--- src/verilog/ubaPkg.sv ---
// Bus-side interrupt types shared by the adapter and its devices
package ubaPkg;

   // PI level, 0 is off and 1..7 are live levels
   typedef logic [2:0] piLevelT;

   // Unibus request lines BR7..BR4
   typedef logic [7:4] brReqT;

   // One-hot PI request bus toward the CPU, element n is level n
   typedef logic [1:7] busIntrT;

   // Device grant, one-hot BR7..BR4 or all zero
   typedef logic [7:4] intaT;

   // WRU answer word in PDP-10 order, bit 0 is the MSB
   typedef logic [0:35] wruWordT;

   ////////////////////////////////////////
   // Grant codes
   ////////////////////////////////////////

   // Nobody granted
   localparam intaT intaNone = 4'b0000;

   // High group grants
   localparam intaT intaBr7  = 4'b1000;
   localparam intaT intaBr6  = 4'b0100;

   // Low group grants
   localparam intaT intaBr5  = 4'b0010;
   localparam intaT intaBr4  = 4'b0001;

endpackage

--- src/verilog/ubaCsrPkg.sv ---
// Status register layout and the structs that carry its contents
package ubaCsrPkg;

   // PI assignment pair, high level serves BR7/BR6, low level BR5/BR4
   typedef struct packed {
      ubaPkg::piLevelT pih;
      ubaPkg::piLevelT pil;
   } piPairT;

   // CPU write strobe with the written half-word
   typedef struct packed {
      logic        wr;
      logic        init;
      logic [17:0] data;
   } csrWriteT;

   ////////////////////////////////////////
   // Half-word field positions
   ////////////////////////////////////////

   // Level fields, pih sits above pil
   localparam int csrPihLsb  = 15;
   localparam int csrPilLsb  = 12;

   // Live summary bits, readback only
   localparam int csrIntHiBit = 11;
   localparam int csrIntLoBit = 10;

   // Initialize request inside the written half-word
   localparam int csrInitBit  = 6;

endpackage

--- src/verilog/ubaStatus.sv ---
`timescale 1ns/1ps

// Adapter status register
module ubaStatus (
   input  logic                clk,
   input  logic                rst,
   input  ubaCsrPkg::csrWriteT csrWr,
   input  logic                intHi,
   input  logic                intLo,
   output ubaCsrPkg::piPairT   piLevels,
   output logic [17:0]         csrRead
);

   import ubaCsrPkg::*;

   ////////////////////////////////////////
   // Write decode
   ////////////////////////////////////////

   // Init comes from its own strobe or from the
   // init bit of a normal write
   logic initReq;

   // Level fields pulled out of the half-word
   piPairT wrLevels;

   assign initReq = csrWr.init | (csrWr.wr & csrWr.data[csrInitBit]);

   always_comb
   begin
      wrLevels.pih = csrWr.data[csrPihLsb +: 3];
      wrLevels.pil = csrWr.data[csrPilLsb +: 3];
   end

   ////////////////////////////////////////
   // Level register
   ////////////////////////////////////////

   // Init wins over a plain write
   always_ff @(posedge clk or posedge rst)
   begin
      if (rst)
      begin
         piLevels <= '0;
      end
      else if (initReq)
      begin
         // Both levels back to disabled
         piLevels <= '0;
      end
      else if (csrWr.wr)
      begin
         piLevels <= wrLevels;
      end
   end

   ////////////////////////////////////////
   // Readback
   ////////////////////////////////////////

   // Held levels plus the live summary bits,
   // everything else reads as zero
   always_comb
   begin
      csrRead                      = '0;
      csrRead[csrPihLsb +: 3]      = piLevels.pih;
      csrRead[csrPilLsb +: 3]      = piLevels.pil;

      // Summary bits come straight from the request OR
      csrRead[csrIntHiBit]         = intHi;
      csrRead[csrIntLoBit]         = intLo;
   end

endmodule

--- src/verilog/ubaIntr.sv ---
`timescale 1ns/1ps

// Interrupt request mapping and WRU grant
module ubaIntr (
   input  logic              clk,
   input  logic              rst,
   input  logic              wruRead,
   input  ubaPkg::piLevelT   busPi,
   input  ubaPkg::brReqT     dev1Req,
   input  ubaPkg::brReqT     dev2Req,
   input  ubaCsrPkg::piPairT piLevels,
   output logic              intHi,
   output logic              intLo,
   output ubaPkg::busIntrT   busIntr,
   output ubaPkg::intaT      devInta,
   output logic              unitReq
);

   import ubaPkg::*;

   // Level to one-hot PI line
   // Level 0 selects nothing
   function automatic busIntrT piDecode(input piLevelT lvl);
      busIntrT lines;
      lines = '0;
      if (lvl != 3'd0)
      begin
         lines[lvl] = 1'b1;
      end
      return lines;
   endfunction

   ////////////////////////////////////////
   // Request summary
   ////////////////////////////////////////

   // Both device groups share the BR lines
   brReqT intReq;

   assign intReq = dev1Req | dev2Req;
   assign intHi  = intReq[7] | intReq[6];
   assign intLo  = intReq[5] | intReq[4];

   // Each active summary lights its own PI line
   assign busIntr = (intHi ? piDecode(piLevels.pih) : '0)
                  | (intLo ? piDecode(piLevels.pil) : '0);

   ////////////////////////////////////////
   // WRU level match
   ////////////////////////////////////////

   logic hiMatch;
   logic loMatch;
   intaT grant;

   // A disabled level never answers a WRU
   assign hiMatch = (busPi == piLevels.pih) && (piLevels.pih != 3'd0);
   assign loMatch = (busPi == piLevels.pil) && (piLevels.pil != 3'd0);

   // High level checked first, so equal levels favor BR7/BR6
   always_comb
   begin
      grant   = intaNone;
      unitReq = 1'b0;
      if (hiMatch)
      begin
         unitReq = intHi;
         if (intReq[7])
            grant = intaBr7;
         else if (intReq[6])
            grant = intaBr6;
      end
      else if (loMatch)
      begin
         unitReq = intLo;
         if (intReq[5])
            grant = intaBr5;
         else if (intReq[4])
            grant = intaBr4;
      end
   end

   // One-cycle grant per WRU strobe
   always_ff @(posedge clk or posedge rst)
   begin
      if (rst)
         devInta <= intaNone;
      else if (wruRead)
         devInta <= grant;
      else
         devInta <= intaNone;
   end

endmodule

--- src/verilog/ubaWru.sv ---
`timescale 1ns/1ps

// Adapter answer to a WRU read
module ubaWru #(
   parameter int ubaNum = 1
) (
   input  logic            clk,
   input  logic            rst,
   input  logic            wruRead,
   input  logic            unitReq,
   output ubaPkg::wruWordT wruWord,
   output logic            wruValid
);

   import ubaPkg::*;

   ////////////////////////////////////////
   // Unit bit
   ////////////////////////////////////////

   // Unit n answers on right-half bit 18+n
   localparam int unitBit = 18 + ubaNum;

   logic    hit;
   wruWordT nextWord;

   // WRU at a level where this unit is asking
   assign hit = wruRead & unitReq;

   always_comb
   begin
      nextWord          = '0;
      nextWord[unitBit] = hit;
   end

   ////////////////////////////////////////
   // Response register
   ////////////////////////////////////////

   // One result cycle per strobe, word zero on a miss
   always_ff @(posedge clk or posedge rst)
   begin
      if (rst)
      begin
         wruWord  <= '0;
         wruValid <= 1'b0;
      end
      else
      begin
         wruWord  <= nextWord;
         wruValid <= hit;
      end
   end

endmodule

--- src/verilog/ubaTop.sv ---
`timescale 1ns/1ps

// Interrupt section of the Unibus adapter
module ubaTop #(
   parameter int ubaNum = 1
) (
   input  logic                clk,
   input  logic                rst,
   input  ubaCsrPkg::csrWriteT csrWr,
   output logic [17:0]         csrRead,
   input  logic                wruRead,
   input  ubaPkg::piLevelT     busPi,
   input  ubaPkg::brReqT       dev1Req,
   input  ubaPkg::brReqT       dev2Req,
   output ubaPkg::busIntrT     busIntr,
   output ubaPkg::intaT        devInta,
   output ubaPkg::wruWordT     wruWord,
   output logic                wruValid
);

   import ubaCsrPkg::*;

   // Levels out of the status register
   piPairT piLevels;

   // Summary bits back into the readback
   logic   intHi;
   logic   intLo;

   // This unit has a request at the WRU level
   logic   unitReq;

   ////////////////////////////////////////
   // Blocks
   ////////////////////////////////////////

   ubaStatus statusInst (
      .clk      (clk),
      .rst      (rst),
      .csrWr    (csrWr),
      .intHi    (intHi),
      .intLo    (intLo),
      .piLevels (piLevels),
      .csrRead  (csrRead)
   );

   ubaIntr intrInst (
      .clk      (clk),
      .rst      (rst),
      .wruRead  (wruRead),
      .busPi    (busPi),
      .dev1Req  (dev1Req),
      .dev2Req  (dev2Req),
      .piLevels (piLevels),
      .intHi    (intHi),
      .intLo    (intLo),
      .busIntr  (busIntr),
      .devInta  (devInta),
      .unitReq  (unitReq)
   );

   ubaWru #(
      .ubaNum (ubaNum)
   ) wruInst (
      .clk      (clk),
      .rst      (rst),
      .wruRead  (wruRead),
      .unitReq  (unitReq),
      .wruWord  (wruWord),
      .wruValid (wruValid)
   );

endmodule

--- config.mk ---
export PLATFORM = sky130hd
export DESIGN_NAME = ubaTop
export DESIGN_NICKNAME = d
export VERILOG_FILES = /design/src/verilog/ubaPkg.sv /design/src/verilog/ubaCsrPkg.sv /design/src/verilog/ubaStatus.sv /design/src/verilog/ubaIntr.sv /design/src/verilog/ubaWru.sv /design/src/verilog/ubaTop.sv
export SDC_FILE = /design/constraint.sdc
export NUM_CORES = 1
export LEC_CHECK = 0
export BUFFER_PORTS_ARGS = -buffer_cell sky130_fd_sc_hd__buf_2
export CAP_MARGIN = 15
export CORE_MARGIN = 10
export CORE_UTILIZATION = 37
export DETAILED_ROUTE_END_ITERATION = 10
export PLACE_DENSITY = 0.9
export REMOVE_ABC_BUFFERS = 1
export SYNTH_ARGS = -nofsm -noshare
export SYNTH_HDL_FRONTEND = slang
export SYNTH_HIERARCHICAL = 1
export SYNTH_SLANG_ARGS = --single-unit
--- constraint.sdc ---
create_clock -name clk -period 1.8 [get_ports clk]
set_clock_uncertainty 0.1 [all_clocks]
set_input_delay 0.18 -clock clk [delete_from_list [all_inputs] [get_ports clk]]
set_output_delay 0.18 -clock clk [all_outputs]
set_load 0.01 [all_outputs]
==> summary.txt <==
Outcome
  – Status: finished clean

CTS
  – CTS tree: yes
  – Clock transition at the registers of the reported paths: 70 ps
  – H-tree Lvls: 1
  – Clk_lat worst skew: 260 ps
  – TritonCTS buffer count: 3
  – Clock sinks: 11
  – Clock root cell: clkbuf_4
  – Longest Clk Path Bufs: 2

Setup path
  – Reg2reg setup slack: 140 ps
  – Setup crit start kind: register
  – Critical R2R Launch: statusInst/csrRead[15]$_DFFE_PP0P_
  – Worst R2R Path Depth: 5
  – CP max FO: 5
  – Reg2reg end: wruInst/wruWord[16]$_DFF_PP0_
  – Crit-path slowest cell: or4_4
  – CP Capture Type: register
  – Cell family with most CP delay: simple AND/OR/NAND/NOR gates
  – Crit path cell chain: xor2_1, or4_4, nand3_1, o21ai_1, and2_1
  – CP bufs+invs: 0
  – Critical Setup Path Class: register to register
  – CP Data Required Time: 1850 ps
  – Slowest stage delay, CP: 510 ps
  – CP Data Arrival Time: 1710 ps

Yosys
  – Sequential share of the synthesized area: 26.0%
  – Ys Warns: 6
  – Netlist Area Pre-Place: 1060 um2
  – Avg Inst Size Synth: 8.40 um2
  – Synth area leader: buf_4
  – Top cells by area, synth: buf_4 38%, dfrtp_1 26%, xor2_1 5.0%
  – Unique masters post-synth: 21
  – Seq cells post-synth: 11
  – Post-Synthesis Cells: 126
  – Post-synth top area share: 38.3%

Detailed routing
  – Max layer used: met4
  – Total Wirelength: 2.83 mm
  – Routed wl met2: 1.44 mm
  – Post-DRT Antenna Nets: 0
  – Initial drt markers: 69
  – Initial DRT Pass Iterations: 4
  – Total number of vias: 865
  – DRC Markers: 0
  – Routed len/inst: 14.1 um
  – WL met1: 957 um
  – Metal3 WL: 396 um
  – Via-to-Cell Ratio: 4.30

Die
  – Row Count: 19
  – Initial Utilization: 38.4%
  – Core Region: 2760 um2
  – Die Ht: 73.5 um
  – Die width: 73.5 um
  – Die Footprint: 5400 um2
  – Num ports: 100

GRT
  – Largest net degree at the start of global routing: 8
  – Grt ovf: 0
  – GRT Total Usage: 9.86%
  – First-pass GRT wire length: 4.35 mm
  – Initial antenna violation count: 0
  – Vias in the first global route: 933

Place
  – DP Wirelength: 2.47 mm
  – Pre-CTS setup slack: 196 ps
  – Port Buffers: 43
  – GPL Wtd Cong: 0.815

Cells and area
  – Commonest non-fill, non-tap cell in the layout: conb_1
  – Area Growth Syn to Fin: 10.3%
  – # fillers: 294
  – Nets: 205
  – Antenna diode count: 0
  – Most frequent cells in the layout: 45 x conb_1, 43 x buf_2, 11 x dfrtp_1
  – Layout cells sized above 1: 32.9%

Power and ir drop
  – Maximum vdd ir drop: 0.394 mV
  – P_leak: 0.680 nW
  – Pwr Density: 519 nW/um2

STA
  – Crit path time final: 1660 ps
  – Final setup vio count: 0
  – Final slew viol count: 0
  – Fin Setup TNS: 0 ps
  – Final hold violation count: 0
  – Setup slack after layout: 145 ps
  – RSZ-0062 raised after global routing: no
  – Final Cycle Share: 91.9%
  – Fmax: 0.604 GHz

Min path
  – Hold depth: 2
  – Hold Crit Class: input port to register
  – HP Start: csrWr[14]
  – Hold Path Sink: statusInst/csrRead[14]$_DFFE_PP0P_

Run
  – Max cap viols: 0
==> worst register-to-register path, stage by stage (launching register included) <==
cell and delay [ps]:
dfrtp_1 440, xor2_1 180, or4_4 510, nand3_1 110, o21ai_1 80, and2_1 140
==> cell type report <==
class                   instances  area, um2  area share (%)
clock buffers                   4       26.3            2.25
repair buffers                 51        288            24.7
well taps                      31       38.8            3.32
flip-flops and latches         11        275            23.6
multi-input cells              99        520            44.6
inverters                       5       18.8            1.61
==> cells by family after synthesis <==
kind of cell / count (synthesis) / share of synthesized area (%)
AO/OA/AOI/OAI: 14 / 10.3
XOR/XNOR: 6 / 4.96
AND/OR/NAND/NOR: 34 / 18.0
flip-flops: 11 / 26.0
buffers and inverters: 59 / 40.1
other: 2 / 0.709
==> repair_timing <==
| action | 4_1_cts | 5_1_grt |
|---|---|---|
| buffers inserted | 0 | 0 |
| endpoints found under the hold margin | 13 | 0 |
| gates resized for setup | 0 | 0 |
| hold buffers | 5 | 0 |
==> metal layers <==
layer	GRT usage (%)	vias up
li1	-	413
met1	9.99	394
met2	17.0	56
met3	4.31	2
met4	4.55	0
met5	0	-
==> per-stage QoR <==
stage / power [mW] / hold WS (ps) / instances / area [um2] / utilization, %
after floorplan: 0.368 / -191 / 115 / 815 / -
after global placement: 0.429 / -56.9 / 192 / 1090 / 39.6
after detailed placement: 0.434 / -57.4 / 192 / 1090 / 39.6
after CTS: 0.605 / 45.9 / 201 / 1170 / 42.3
after global routing: 0.646 / 43.6 / 201 / 1170 / 42.3
final: 0.606 / 47.9 / 201 / 1170 / 42.3
==> synth_stat cells <==
library cell / number
o32ai_1: 2
conb_1: 2
dfrtp_1: 11
and2b_4: 1
nand2b_1: 5
nor3_1: 1
nor4_1: 5
buf_4: 54
nor2_1: 7
a32o_1: 2
xor2_1: 6
inv_1: 5
nand2_1: 6
and2_1: 1
or4_4: 1
o22ai_1: 5
o21ai_1: 1
or2_2: 1
a31o_2: 4
nand3_1: 2
nor3b_1: 4
==> worst max-delay path by stage <==
stage	to	startpoint	depth (start not counted)	slack (ps)
final	wruInst/wruWord[16]$_DFF_PP0_	statusInst/csrRead[15]$_DFFE_PP0P_	5	140
after global routing	busIntr[5]	statusInst/csrRead[15]$_DFFE_PP0P_	3	90
after CTS	busIntr[5]	statusInst/csrRead[15]$_DFFE_PP0P_	3	160
after detailed placement	wruInst/wruWord[16]$_DFF_PP0_	statusInst/csrRead[15]$_DFFE_PP0P_	5	200
after global placement	wruInst/wruWord[16]$_DFF_PP0_	statusInst/csrRead[15]$_DFFE_PP0P_	5	250
after floorplan	wruInst/wruWord[16]$_DFF_PP0_	statusInst/csrRead[17]$_DFFE_PP0P_	5	150
==> flip-flops by register name, indices dropped and copies added (netlist names) <==
| name | count |
|---|---|
| statusInst/csrRead | 6 |
| intrInst/devInta | 4 |
| wruInst/wruWord | 1 |
==> power by group <==
| group | internal (mW) | switching, mW |
|---|---|---|
| Combinational | 0.0647 | 0.114 |
| Clock | 0.0857 | 0.0776 |
| Sequential | 0.255 | 0.00815 |
Power figures use the tool's default switching activity.
